## src/lsu_cfg.svh

```systemverilog
//~~~~~~~~~~~~~~~~~~~~~~~~~~~~~~~~~~~~~~~~~~~~~~~~~~~~~~~~~~~~~~~~~~~~~~~~~~
// lsu configuration: RAM window, depth, wait states and access width codes
//~~~~~~~~~~~~~~~~~~~~~~~~~~~~~~~~~~~~~~~~~~~~~~~~~~~~~~~~~~~~~~~~~~~~~~~~~~

`ifndef LSU_CFG_SVH
`define LSU_CFG_SVH

// first byte address of the data RAM
`define LSU_RAM_BASE 32'h8000_0000

// 512 doublewords, 4 KiB in total
`define LSU_RAM_WORDS 512

// bits needed to index one doubleword
`define LSU_INDEX_BITS 9

// extra cycles spent before the RAM cycle
`define LSU_WAIT_STATES 2

// access width codes, as in funct3[1:0] of loads and stores
`define LSU_WDT_8  2'd0
`define LSU_WDT_16 2'd1
`define LSU_WDT_32 2'd2
`define LSU_WDT_64 2'd3

`endif
```

## src/lsu_pkg.sv

```systemverilog
//~~~~~~~~~~~~~~~~~~~~~~~~~~~~~~~~~~~~~~~~~~~~~~~~~~~~~~~~~~~~~~~~~~~~~~~~~~
// lsu types: data and address words, RAM indexing, fault codes, FSM states
//~~~~~~~~~~~~~~~~~~~~~~~~~~~~~~~~~~~~~~~~~~~~~~~~~~~~~~~~~~~~~~~~~~~~~~~~~~

`include "lsu_cfg.svh"

package lsu_pkg;

    // register width of the core
    typedef logic [63:0] xlen_t;

    // byte address as seen on the data side
    typedef logic [31:0] addr_t;

    // doubleword index into the RAM
    typedef logic [`LSU_INDEX_BITS-1:0] index_t;

    // byte offset inside a doubleword
    typedef logic [2:0] lane_t;

    // one enable per byte of a doubleword
    typedef logic [7:0] byte_en_t;

    // access width, one of the LSU_WDT codes
    typedef logic [1:0] width_t;

    typedef logic [1:0] fault_t;

    localparam fault_t fault_none       = 2'd0;
    localparam fault_t fault_misaligned = 2'd1;
    localparam fault_t fault_window     = 2'd2;

    // controller states
    typedef enum logic [1:0] {
        idle,
        wait_ram,
        access,
        finish
    } lsu_state_t;

endpackage

```

## src/store_merge.sv

```systemverilog
//~~~~~~~~~~~~~~~~~~~~~~~~~~~~~~~~~~~~~~~~~~~~~~~~~~~~~~~~~~~~~~~~~~~~~~~~~~
// store merge: holds store data and places it on its byte lanes
//~~~~~~~~~~~~~~~~~~~~~~~~~~~~~~~~~~~~~~~~~~~~~~~~~~~~~~~~~~~~~~~~~~~~~~~~~~

`include "lsu_cfg.svh"

module store_merge (
    input  logic              clk,
    input  logic              reset,
    input  logic              start,
    input  lsu_pkg::xlen_t    wdata,
    input  lsu_pkg::lane_t    lane,
    input  lsu_pkg::width_t   acc_width,
    output lsu_pkg::byte_en_t byte_en,
    output lsu_pkg::xlen_t    wword
);
    import lsu_pkg::*;

    xlen_t    data_q;
    byte_en_t pattern;

    // taken in the accept cycle while wdata is still driven
    always_ff @(posedge clk) begin
        if (reset) begin
            data_q <= '0;
        end else if (start) begin
            data_q <= wdata;
        end
    end

    // bytes covered at lane 0
    always_comb begin
        case (acc_width)
            `LSU_WDT_8:  pattern = 8'h01;
            `LSU_WDT_16: pattern = 8'h03;
            `LSU_WDT_32: pattern = 8'h0f;
            default:     pattern = 8'hff;
        endcase
    end

    // alignment is checked upstream, so nothing shifts out of the word
    assign byte_en = pattern << lane;

    // bytes above the width land on disabled lanes
    assign wword = data_q << {lane, 3'b000};

endmodule

```

## config.mk

```make
export PLATFORM = sky130hd
export DESIGN_NAME = store_merge
export DESIGN_NICKNAME = d
export VERILOG_FILES = /design/src/lsu_pkg.sv /design/src/store_merge.sv
export VERILOG_INCLUDE_DIRS = /design/src /design/src/src
export SDC_FILE = /design/constraint.sdc
export NUM_CORES = 1
export LEC_CHECK = 0
export ABC_AREA = 1
export ABC_CLOCK_PERIOD_IN_PS = 800
export BUFFER_PORTS_ARGS = -buffer_cell sky130_fd_sc_hd__buf_4
export CAP_MARGIN = 10
export CORE_MARGIN = 8
export CORE_UTILIZATION = 46
export DETAILED_ROUTE_END_ITERATION = 8
export GPL_ROUTABILITY_DRIVEN = 1
export HOLD_SLACK_MARGIN = 0.05
export PLACE_DENSITY = 0.75
export SKIP_CTS_REPAIR_TIMING = 1
export SYNTH_ARGS = -nofsm -noshare
export SYNTH_HDL_FRONTEND = slang
export SYNTH_SLANG_ARGS = --single-unit
```

## constraint.sdc

```tcl
create_clock -name clk -period 0.8 [get_ports clk]
set_input_delay 0 -clock clk [delete_from_list [all_inputs] [get_ports clk]]
set_output_delay 0 -clock clk [all_outputs]
set_load 0.01 [all_outputs]
```

# Word-level counts from Yosys, hierarchy flattened
# Cells that the tools add are included.
dict set report classes {
  addsub 0
  n_mul 0
  div_mod_pow 0
  magnitude_cmp 0
  n_eq_ne 2
  n_shift 2
  n_mux 1
  n_bitwise 0
  reduce_logical 1
}
# operator n
set ops {}
lappend ops {{$shl A64 B6 Y64} 1}
lappend ops {{$pmux W8 S3} 1}
lappend ops {{$shl A8 B3 Y8} 1}
lappend ops {{$eq A2 B1 Y1 const B} 1}
lappend ops {{$eq A2 B2 Y1 const B} 1}
lappend ops {{$logic_not A2 Y1} 1}
dict set report word_totals {
  regBits 64
  latch_bits 0
  ramBits 0
  mem_bits_ro 0
  in_bits 72
  output_inout_bits 72
  wordCells 7
  mem_count 0
}

# Depth between registers and ports, before layout
# Gate-level depths: netlist (run 1).
dict set report depth {
  ltp_word 3
  ltp_mapped 8
  mapped_depth_nobuf 6
}

# Least setup slack after synthesis (run 1)
# OpenSTA, ideal clock, no wires.
dict set report synth_timing {
  kind {input port to output port}
  startpoint {in lane[1]}
  endpoint {out byte_en[5]}
  t_arrival_ps 745
  t_required_ps 800
  setup_slack_ps 55
  cell_stages 5
  cell_sequence {buf_4 -> inv_4 -> buf_2 -> nand2_1 -> o21ai_0}
}
dict set report synth_via {
  elab_chain_cells 1
}
# element line_no
set synth_lines {}
lappend synth_lines {{start: declaration} store_merge.sv:12} ;# input lsu_pkg::lane_t lane,
lappend synth_lines {{$shl A8 B3 Y8} store_merge.sv:42} ;# assign byte_en = pattern << lane;
lappend synth_lines {{end: declaration} store_merge.sv:14} ;# output lsu_pkg::byte_en_t byte_en,
# Every way passes these cells.

# Worst setup path in the final report (run 1)
dict set report layout_timing {
  startpoint {reg data_q[25]}
  endpoint {out wword[33]}
}
dict set report layout_via {
  elab_chain_cells 1
}
# element line_no
set layout_lines {}
lappend layout_lines {{start: declaration} store_merge.sv:19} ;# xlen_t data_q;
lappend layout_lines {{start signal: assignment} store_merge.sv:27} ;# data_q <= wdata;
lappend layout_lines {{$shl A64 B6 Y64} store_merge.sv:45} ;# assign wword = data_q << {lane, 3'b000};
lappend layout_lines {{end: declaration} store_merge.sv:15} ;# output lsu_pkg::xlen_t wword
# Every way passes these cells.

==> qor.yml, run 1 <==
r2r_cells: 3
boundaryPins: 144
final_cell_mix: "nand2_1, buf_4, nand3_1"
syn_avg_cell_area_sq_um: 5.81
dpl.cell_count: 991
drt-total-wl_mm: 23.2
hold_start: "reset"
clock.fmax_mhz: 695
reg_top3: "data_q (64)"
worstHoldEndpoint: "data_q[25]$_SDFFE_PP0P_"
grt_max_degree: 49
p_leak_uw: 0.00375
syn_inst: 726
slew-limit-headroom_pct: 74.5
clkLatencyLatePin_ns: 0.36
start_util_pct: 46.5
drtIter0Drc: 945
min_path_type: "in2reg"
largest_register_ffs: 64
synth.yosys.seq_area_share_pct: 30.4
core_sq_um: 9060
failed_checks: "negative setup slack"
cts_tree: "built"
numCtsBuffers: 9
vias: 6752
fin_nets: 1044
row_count: 35
seqCellArea_sq_um: 1380
cts.sink_count: 64
start_kind: "flop"
final_cell_area_sq_um: 8030
postRouteAntennaNets: 0
synthDistinctLibCells: 17
crit_required_ns: 0.80
grt_overflow_total: 0
ys.warnings.count: 0
ir_drop_mv: 1.11
maxCapViolations: 0
worstReg2RegStart: "data_q[8]$_SDFFE_PP0P_"
place_ws_ns: -0.200
worstMarginPinSlew_ns: 0.382
total_power_uw: 10900
fin_crit_ns: 1.44
clk_pin_slew_ns: 0.10
crit_fanout: 3
via_per_inst: 6.19
fin_skew_ns: 0
wire_per_inst_um: 21.3
finalHoldViolations: 0
dp_hpwl_mm: 12.5
firstDrtPassIters: 6
die_h_um: 112
grt_pass1_vias: 5528
multi_input_area_sq_um: 3340
endpoint_kind: "output port"
layout_commonest_cell: "nand2_1"
fin_crit_sh_pct: 180
p_per_area_nw_per_um2: 1360
hold_depth: 3
timing.final.ws_setup_ns: -0.639
r2r_setup_slack_ns: -0.21
htreeDepth: 3
drive_gt1_share_pct: 51.8
gp_congestion: 0.892
rsz0062_at_grt: "true"
track_usage_pct: 25.8
setup_violations: 82
status: "complete, but fails checks"
stdcell_count: 1091
regToRegEndpoint: "data_q[8]$_SDFFE_PP0P_"
cp_data_arrival_time_ns: 1.44
ys_ff_latch: 64
area_growth_pct: 90.4
grt_pass1_wl_mm: 26.5
cts_root_buf: "clkbuf_8"
final.fill_count: 407
clockBufferDepth: 2
syn_area_sq_um: 4220
regMostFlops: "data_q"
route.detailed.drc: 0
synth_nets: 798
antenna_found_initial: 4
placed_cell_area_sq_um: 5740
timing_worst_setup_path_type: "reg2out"
final_max_slew_viol_count: 0
die_x_um: 112
numPortBuffers: 143
dieArea_sq_um: 12500
## logic make-up (layout without fill, tap and decap cells)
logic type / count (synthesis) / after routing / share of synthesized area (%)
compound gates: 76 / 76 / 10.4
simple gates: 498 / 499 / 48.5
flops: 64 / 64 / 30.4
buf+inv: 88 / 338 / 10.6
other cells: 0 / 3 / 0
## report_power, final
part           total [uW]  internal [uW]  switching, uW
logic                3910           1850           2060
clock network        3370           1850           1520
registers            3630           3390            241
total               10900           7090           3820
## area by class of cell
cell class	count	area share [%]
multi-input cells	575	41.6
inverters	33	2.04
flip-flops and latches	64	17.2
diodes	3	0.0935
clock inverters	6	1.15
clock buffers	10	1.71
repair buffers	289	34.5
well taps	111	1.73
## through the flow
stage,util [%],hold WS (ns),TNS [ns]
final,88.6,0.00315,-28.49
after global placement,63.4,0.264,-7.70
after detailed placement,63.4,0.273,-9.07
after floorplan,-,0.140,0
after CTS,65.9,-0.108,-31.11
after global routing,88.6,0.0171,-31.98
## cells in the mapped netlist
library cell	number	share of area, %
nand2_1	310	28
nand3_1	134	16
dfxtp_1	64	30
nor2_1	52	4.6
a21oi_1	51	6.1
buf_2	31	3.7
inv_1	29	2.6
a211oi_1	24	4.3
buf_6	7	1.9
buf_4	6	1.1
clkbuf_1	6	0.53
buf_1	5	0.45
inv_2	2	0.18
inv_4	2	0.30
nand4_1	1	0.15
nor2_4	1	0.27
o21ai_0	1	0.12
## routing by layer
metal | vias to the layer above | track usage [%] | wire length, um
li1 | 2849 | - | -
met1 | 3120 | 29.2 | 7730
met2 | 572 | 45.8 | 11200
met3 | 209 | 5.30 | 2480
met4 | 2 | 11.4 | 1800
met5 | - | 0 | 13
## worst max-delay path, stage by stage (launching register included)
cell,delay [ns]
dfxtp_2,0.35
nand2_1,0.08
nand3_1,0.25
nand3_2,0.17
nand2_2,0.09
buf_6,0.12
## worst max-delay path by stage
| stage | start | endpoint | slack (ns) | cells after the start |
|---|---|---|---|---|
| detailed placement | lane[0] | wword[26] | -0.20 | 8 |
| finish | data_q[25]$_SDFFE_PP0P_ | wword[33] | -0.64 | 5 |
| floorplan | lane[1] | byte_en[5] | 0.05 | 5 |
| CTS | data_q[11]$_SDFFE_PP0P_ | wword[19] | -0.56 | 5 |
| global placement | lane[0] | wword[27] | -0.20 | 8 |
| global route | data_q[25]$_SDFFE_PP0P_ | wword[33] | -0.67 | 5 |
(Power assumes the default switching activity.)
==> run 2, diff against run 1 <==
BUFFER_PORTS_ARGS = unset   (was -buffer_cell sky130_fd_sc_hd__buf_4)
CORE_UTILIZATION = 45   (was 46)
DONT_BUFFER_PORTS = 1   (was unset)
PLACE_DENSITY = 0.6   (was 0.75)
==> qor.yml, run 2 (synthesized netlist as in run 1, its figures left out) <==
hold_ws_ns: -0.289  # was 0.00315 ns
gp_congestion: 0.884  # was 0.892
crit_path_top_delay_cell: "dfxtp_2"  # unchanged
regToRegEndpoint: "data_q[2]$_SDFFE_PP0P_"  # was data_q[8]$_SDFFE_PP0P_
hold_start: "reset"  # unchanged
clkPwrFrac_pct: 31.8  # was 30.9%
final_max_slew_viol_count: 0  # unchanged
largest_register_ffs: 64  # unchanged
p_per_area_nw_per_um2: 1480  # was 1360 nW/um^2
die_h_um: 113  # was 112 um
worst-path-stages: 5  # unchanged
reg_top3: "data_q (64)"  # unchanged
timing_worst_setup_path_type: "reg2out"  # unchanged
layout_commonest_cell: "nand2_1"  # unchanged
dp_hpwl_mm: 11.5  # was 12.5 mm
antenna_found_initial: 0  # was 4
final_cell_area_sq_um: 5790  # was 8030 sq um
row_count: 35  # unchanged
core_sq_um: 9150  # was 9060 sq um
internal-power_uw: 5610  # was 7090 uW
clock.fmax_mhz: 832  # was 695 MHz
via_per_inst: 5.70  # was 6.19
endpoint_kind: "output port"  # unchanged
start_util_pct: 46.1  # was 46.5%
maxCapViolations: 0  # unchanged
status: "complete, but fails checks"  # unchanged
power_switching_share_pct: 34.5  # was 35.0%
track_usage_pct: 23.9  # was 25.8%
worstHoldEndpoint: "data_q[58]$_SDFFE_PP0P_"  # was data_q[25]$_SDFFE_PP0P_
antenna_cells: 0  # was 3
place_ws_ns: -0.142  # was -0.200 ns
area_growth_pct: 37.3  # was 90.4%
finalHoldViolations: 64  # was 0
crit_buf_inv: 2  # was 1
fin_crit_ns: 1.20  # was 1.44 ns
grt_pass1_wl_mm: 24.2  # was 26.5 mm
crit_fanout: 2  # was 3
multi_input_area_sq_um: 3390  # was 3340 sq um
die_x_um: 113  # was 112 um
wire_per_inst_um: 18.7  # was 21.3 um
ir_drop_mv: 0.752  # was 1.11 mV
cts_tree: "built"  # unchanged
hold_depth: 1  # was 3
crit_chain: "inv_2, nand2_2, nand3_2, a21oi_2, buf_4"  # was nand2_1, nand3_1, nand3_2, nand2_2, buf_6
fin_crit_sh_pct: 150  # was 180%
cts_root_buf: "clkbuf_8"  # unchanged
fin_skew_ns: 0  # unchanged
worstReg2RegStart: "data_q[2]$_SDFFE_PP0P_"  # was data_q[8]$_SDFFE_PP0P_
numCtsBuffers: 9  # unchanged
p_leak_uw: 0.00250  # was 0.00375 uW
fin_nets: 813  # was 1044
slowest_delay_ns: 0.35  # about the same
firstDrtPassIters: 5  # was 6
route.detailed.drc: 0  # unchanged
grt_overflow_total: 0  # unchanged
final_cell_mix: "nand2_1, nand2_2, nand3_1"  # was nand2_1, buf_4, nand3_1
seqCellArea_sq_um: 1380  # about the same
boundaryPins: 144  # unchanged
drive_gt1_share_pct: 49.5  # was 51.8%
timing.final.ws_setup_ns: -0.402  # was -0.639 ns
rsz0062_at_grt: "true"  # unchanged
seq_power_share_pct: 42.1  # was 33.3%
drtIter0Drc: 417  # was 945
postRouteAntennaNets: 0  # unchanged
slew-limit-headroom_pct: 78.8  # was 74.5%
p_sw_uw: 2960  # was 3820 uW
htreeDepth: 3  # unchanged
p_comb_share_pct: 26.1  # was 35.9%
cts.sink_count: 64  # unchanged
final.fill_count: 863  # was 407
clockBufferDepth: 2  # unchanged
worstMarginPinSlew_ns: 0.317  # was 0.382 ns
crit_required_ns: 0.80  # about the same
grt_pass1_vias: 4700  # was 5528
numPortBuffers: 0  # was 143
fin_util_pct: 63.3  # was 88.6%
clkLatencyLatePin_ns: 0.34  # was 0.36 ns
regMostFlops: "data_q"  # unchanged
drt-total-wl_mm: 16.0  # was 23.2 mm
cp_data_arrival_time_ns: 1.20  # was 1.44 ns
grt_max_degree: 65  # was 49
min_path_type: "in2reg"  # unchanged
vias: 4885  # was 6752
setup_violations: 64  # was 82
clk_pin_slew_ns: 0.07  # was 0.10 ns
r2r_setup_slack_ns: 0.01  # was -0.21 ns
failed_checks: "negative hold slack, negative setup slack"  # was negative setup slack
placed_cell_area_sq_um: 4540  # was 5740 sq um
start_kind: "flop"  # unchanged
r2r_cells: 2  # was 3
dieArea_sq_um: 12700  # was 12500 sq um
path_delay_family: "flip-flops"  # was simple AND/OR/NAND/NOR gates
run 2: cell types whose count changed in the layout (fill, tap and decap cells not counted), moves of 8 or more:
cell	before	now
buf_12	16	6
buf_4	161	40
buf_6	41	13
dfxtp_2	33	41
dlygate4sd3_1	65	0
nand2_1	218	202
nand2_2	71	92
nand3_1	86	76
nand3_2	44	57
nor2_4	8	16
run 2: area by class of cell:
class                   count  area share [%]
clock buffers              11            2.61
inverters                  33            2.31
flip-flops and latches     64            23.8
repair buffers             59            9.78
clock inverters             5           0.670
well taps                 111            2.40
multi-input cells         574            58.4
run 2: worst max-delay path by stage:
stage                             from    endpoint  slack (ns)
3_5_place_dp    data_q[1]$_SDFFE_PP0P_   wword[25]       -0.14
4_1_cts         data_q[1]$_SDFFE_PP0P_   wword[25]       -0.52
6_report       data_q[22]$_SDFFE_PP0P_   wword[22]       -0.40
2_1_floorplan                  lane[1]  byte_en[5]        0.05
3_3_place_gp    data_q[1]$_SDFFE_PP0P_   wword[25]       -0.11
5_1_grt        data_q[17]$_SDFFE_PP0P_   wword[17]       -0.48
run 2: power by group through the flow:
stage	sequential (uW)	combinational, uW	clock [uW]
after floorplan	3550	1380	0
after global placement	3610	1730	0
after detailed placement	3610	1750	0
after CTS	3540	1750	2770
after global routing	3620	2430	2900
final	3600	2240	2730
run 2: per-layer routing:
metal,vias up,GRT usage [%],wire length [um]
met5,-,0,0
met4,0,6.03,261
met3,20,7.72,1310
met2,179,39.7,7810
met1,2299,29.0,6650
li1,2387,-,-
run 2: metrics by stage:
step | cells | hold WS (ns) | total power [uW] | TNS, ns
CTS | 855 | -0.295 | 8050 | -26.27
detailed placement | 839 | 0.0589 | 5360 | -2.17
global placement | 839 | 0.0587 | 5340 | -1.59
global route | 857 | -0.313 | 8960 | -22.85
floorplan | 726 | 0.140 | 4940 | 0
finish | 857 | -0.289 | 8570 | -19.23
==> run 3, diff against run 2 <==
ABC_AREA = unset   (was 1)
==> qor.yml, run 3 <==
cts_root_buf: "clkbuf_8"  # unchanged
seqCellArea_sq_um: 1350  # was 1380 sq um
drt-total-wl_mm: 15.8  # was 16.0 mm
synth_common_cells: "mux2i_1, nor2_1, dfxtp_1"  # was nand2_1, nand3_1, dfxtp_1
worstReg2RegStart: "data_q[16]$_SDFFE_PP0P_"  # was data_q[2]$_SDFFE_PP0P_
wire_per_inst_um: 23.4  # was 18.7 um
p_comb_share_pct: 28.3  # was 26.1%
dpl.cell_count: 643  # was 839
final_cell_area_sq_um: 6300  # was 5790 sq um
gp_congestion: 0.815  # was 0.884
route.detailed.drc: 0  # unchanged
status: "complete, but fails checks"  # unchanged
fin_crit_sh_pct: 180  # was 150%
final.fill_count: 724  # was 863
layout_commonest_cell: "mux2i_1"  # was nand2_1
synth_nets: 543  # was 798
ir_drop_mv: 0.709  # was 0.752 mV
p_per_area_nw_per_um2: 1370  # was 1480 nW/um^2
min_path_type: "in2reg"  # unchanged
ys.warnings.count: 0  # unchanged
reg_top3: "data_q (64)"  # unchanged
syn_avg_cell_area_sq_um: 9.19  # was 5.81 sq um
row_count: 35  # unchanged
p_leak_uw: 0.00249  # was 0.00250 uW
tns_ns: -29.44  # was -19.23 ns
syn_inst: 471  # was 726
grt_pass1_wl_mm: 22.6  # was 24.2 mm
ys_ff_latch: 64  # unchanged
dp_hpwl_mm: 11.0  # was 11.5 mm
fin_nets: 615  # was 813
clockBufferDepth: 2  # unchanged
core_sq_um: 9280  # was 9150 sq um
finalHoldViolations: 64  # unchanged
hold_start: "reset"  # unchanged
clkLatencyLatePin_ns: 0.34  # about the same
synth-async-reset-ratio_pct: 0  # unchanged
fin_skew_ns: 0  # unchanged
syn_area_sq_um: 4330  # was 4220 sq um
timing_worst_setup_path_type: "reg2out"  # unchanged
multi_input_area_sq_um: 3630  # was 3390 sq um
hold_depth: 1  # unchanged
start_util_pct: 46.6  # was 46.1%
postRouteAntennaNets: 0  # unchanged
cts.sink_count: 64  # unchanged
hold_ws_ns: -0.296  # was -0.289 ns
power_switching_share_pct: 29.2  # was 34.5%
final_cell_mix: "mux2i_1, nor2_1, buf_4"  # was nand2_1, nand2_2, nand3_1
dieArea_sq_um: 13000  # was 12700 sq um
htreeDepth: 3  # unchanged
worstMarginPinSlew_ns: 0.482  # was 0.317 ns
synth.yosys.seq_area_share_pct: 29.6  # was 30.4%
r2r_cells: 5  # was 2
grt_pass1_vias: 3763  # was 4700
synth.most_common_cell: "mux2i_1"  # was nand2_1
start_kind: "flop"  # unchanged
grt_overflow_total: 0  # unchanged
regToRegEndpoint: "data_q[16]$_SDFFE_PP0P_"  # was data_q[2]$_SDFFE_PP0P_
clock.fmax_mhz: 696  # was 832 MHz
maxCapViolations: 0  # unchanged
vias: 3949  # was 4885
boundaryPins: 144  # unchanged
synthDistinctLibCells: 32  # was 17
failed_checks: "negative hold slack, negative setup slack"  # unchanged
fin_crit_ns: 1.44  # was 1.20 ns
crit_fanout: 3  # was 2
cts_tree: "built"  # unchanged
clk_pin_slew_ns: 0.08  # was 0.07 ns
regMostFlops: "data_q"  # unchanged
crit_required_ns: 0.80  # about the same
area_growth_pct: 45.6  # was 37.3%
antenna_found_initial: 1  # was 0
cp_data_arrival_time_ns: 1.44  # was 1.20 ns
ys_top_cells_by_area: "dfxtp_1, mux2i_1, nor2_1"  # was dfxtp_1, nand2_1, nand3_1
firstDrtPassIters: 5  # unchanged
endpoint_kind: "output port"  # unchanged
stdcell_count: 676  # was 857
die_h_um: 114  # was 113 um
via_per_inst: 5.84  # was 5.70
r2r_setup_slack_ns: -0.15  # was 0.01 ns
numCtsBuffers: 9  # unchanged
yosysTopAreaCellShare_pct: 29.6  # was 30.4%
timing.final.ws_setup_ns: -0.637  # was -0.402 ns
internal-power_uw: 6100  # was 5610 uW
die_x_um: 114  # was 113 um
clkPwrFrac_pct: 30.1  # was 31.8%
largest_register_ffs: 64  # unchanged
seq_power_share_pct: 41.6  # was 42.1%
rsz0062_at_grt: "true"  # unchanged
drtIter0Drc: 351  # was 417
synth_edf_count: 0  # unchanged
final_max_slew_viol_count: 0  # unchanged
setup_violations: 69  # was 64
numPortBuffers: 0  # unchanged
worstHoldEndpoint: "data_q[23]$_SDFFE_PP0P_"  # was data_q[58]$_SDFFE_PP0P_
drive_gt1_share_pct: 54.9  # was 49.5%
ys.flop_type: "dfxtp_1"  # unchanged
yosysTopAreaCell: "dfxtp_1"  # unchanged
track_usage_pct: 22.7  # was 23.9%
slew-limit-headroom_pct: 67.9  # was 78.8%
p_sw_uw: 2510  # was 2960 uW
placed_cell_area_sq_um: 5220  # was 4540 sq um
grt_max_degree: 96  # was 65
place_ws_ns: -0.278  # was -0.142 ns
## run 3: cell count changes after synthesis, sizes merged, moves of 22 or more
cell | previous run | this run
nand3 | 134 | 0
nand2 | 310 | 17
a21oi | 51 | 11
o21ai | 1 | 23
inv | 33 | 0
nor2 | 53 | 79
mux2i | 0 | 120
## run 3: worst max path at each step
| stage | startpoint | endpoint | slack, ns | cells past startpoint |
|---|---|---|---|---|
| 2_1_floorplan | data_q[0]$_SDFFE_PP0P_ | wword[56] | -0.17 | 3 |
| 3_3_place_gp | data_q[3]$_SDFFE_PP0P_ | wword[59] | -0.25 | 3 |
| 3_5_place_dp | data_q[0]$_SDFFE_PP0P_ | wword[56] | -0.28 | 3 |
| 4_1_cts | data_q[0]$_SDFFE_PP0P_ | wword[56] | -0.65 | 3 |
| 5_1_grt | data_q[0]$_SDFFE_PP0P_ | wword[56] | -0.67 | 3 |
| 6_report | data_q[0]$_SDFFE_PP0P_ | wword[56] | -0.64 | 3 |
## run 3: kinds of logic (layout without fill, tap and decap cells)
kind of cell	after synthesis	after routing	synth area share (%)
mux	144	144	36.1
simple gates	135	136	14.3
compound gates	82	82	13.2
flops	64	64	29.6
buf+inv	46	120	6.71
other cells	0	1	0
## run 3: stage by stage
step | util (%) | power (uW) | hold slack (ns)
floorplan | - | 5250 | 0.147
global placement | 56.2 | 5470 | 0.0319
detailed placement | 56.2 | 5500 | 0.0327
CTS | 58.2 | 8060 | -0.291
global route | 67.8 | 8940 | -0.303
finish | 67.8 | 8610 | -0.296
## run 3: final cells by class
type,instances,share of cell area (%)
diodes,1,0.0397
repair buffers,106,15.5
well taps,129,2.56
multi-input cells,362,57.6
clock buffers,12,2.62
flip-flops and latches,64,21.5
clock inverters,2,0.238
## run 3: per-layer routing
metal,global-route usage [%],up-vias,part of all wire (%)
met3,8.33,14,9.9
li1,-,1838,-
met4,7.54,0,1.4
met1,30.7,1944,43
met5,0,-,0
met2,32.2,153,46
## run 3: power by group through the flow
stage	registers, uW	clock network (uW)	logic [uW]
final	3580	2590	2440
after floorplan	3600	0	1650
after global routing	3600	2750	2580
after detailed placement	3620	0	1880
after CTS	3550	2620	1890
after global placement	3610	0	1860
## run 3: worst max-delay path, cell delays in order (launching register included)
cell and delay [ns]:
dfxtp_2 0.34, mux4_2 0.52, nand2_2 0.12, o221ai_4 0.12
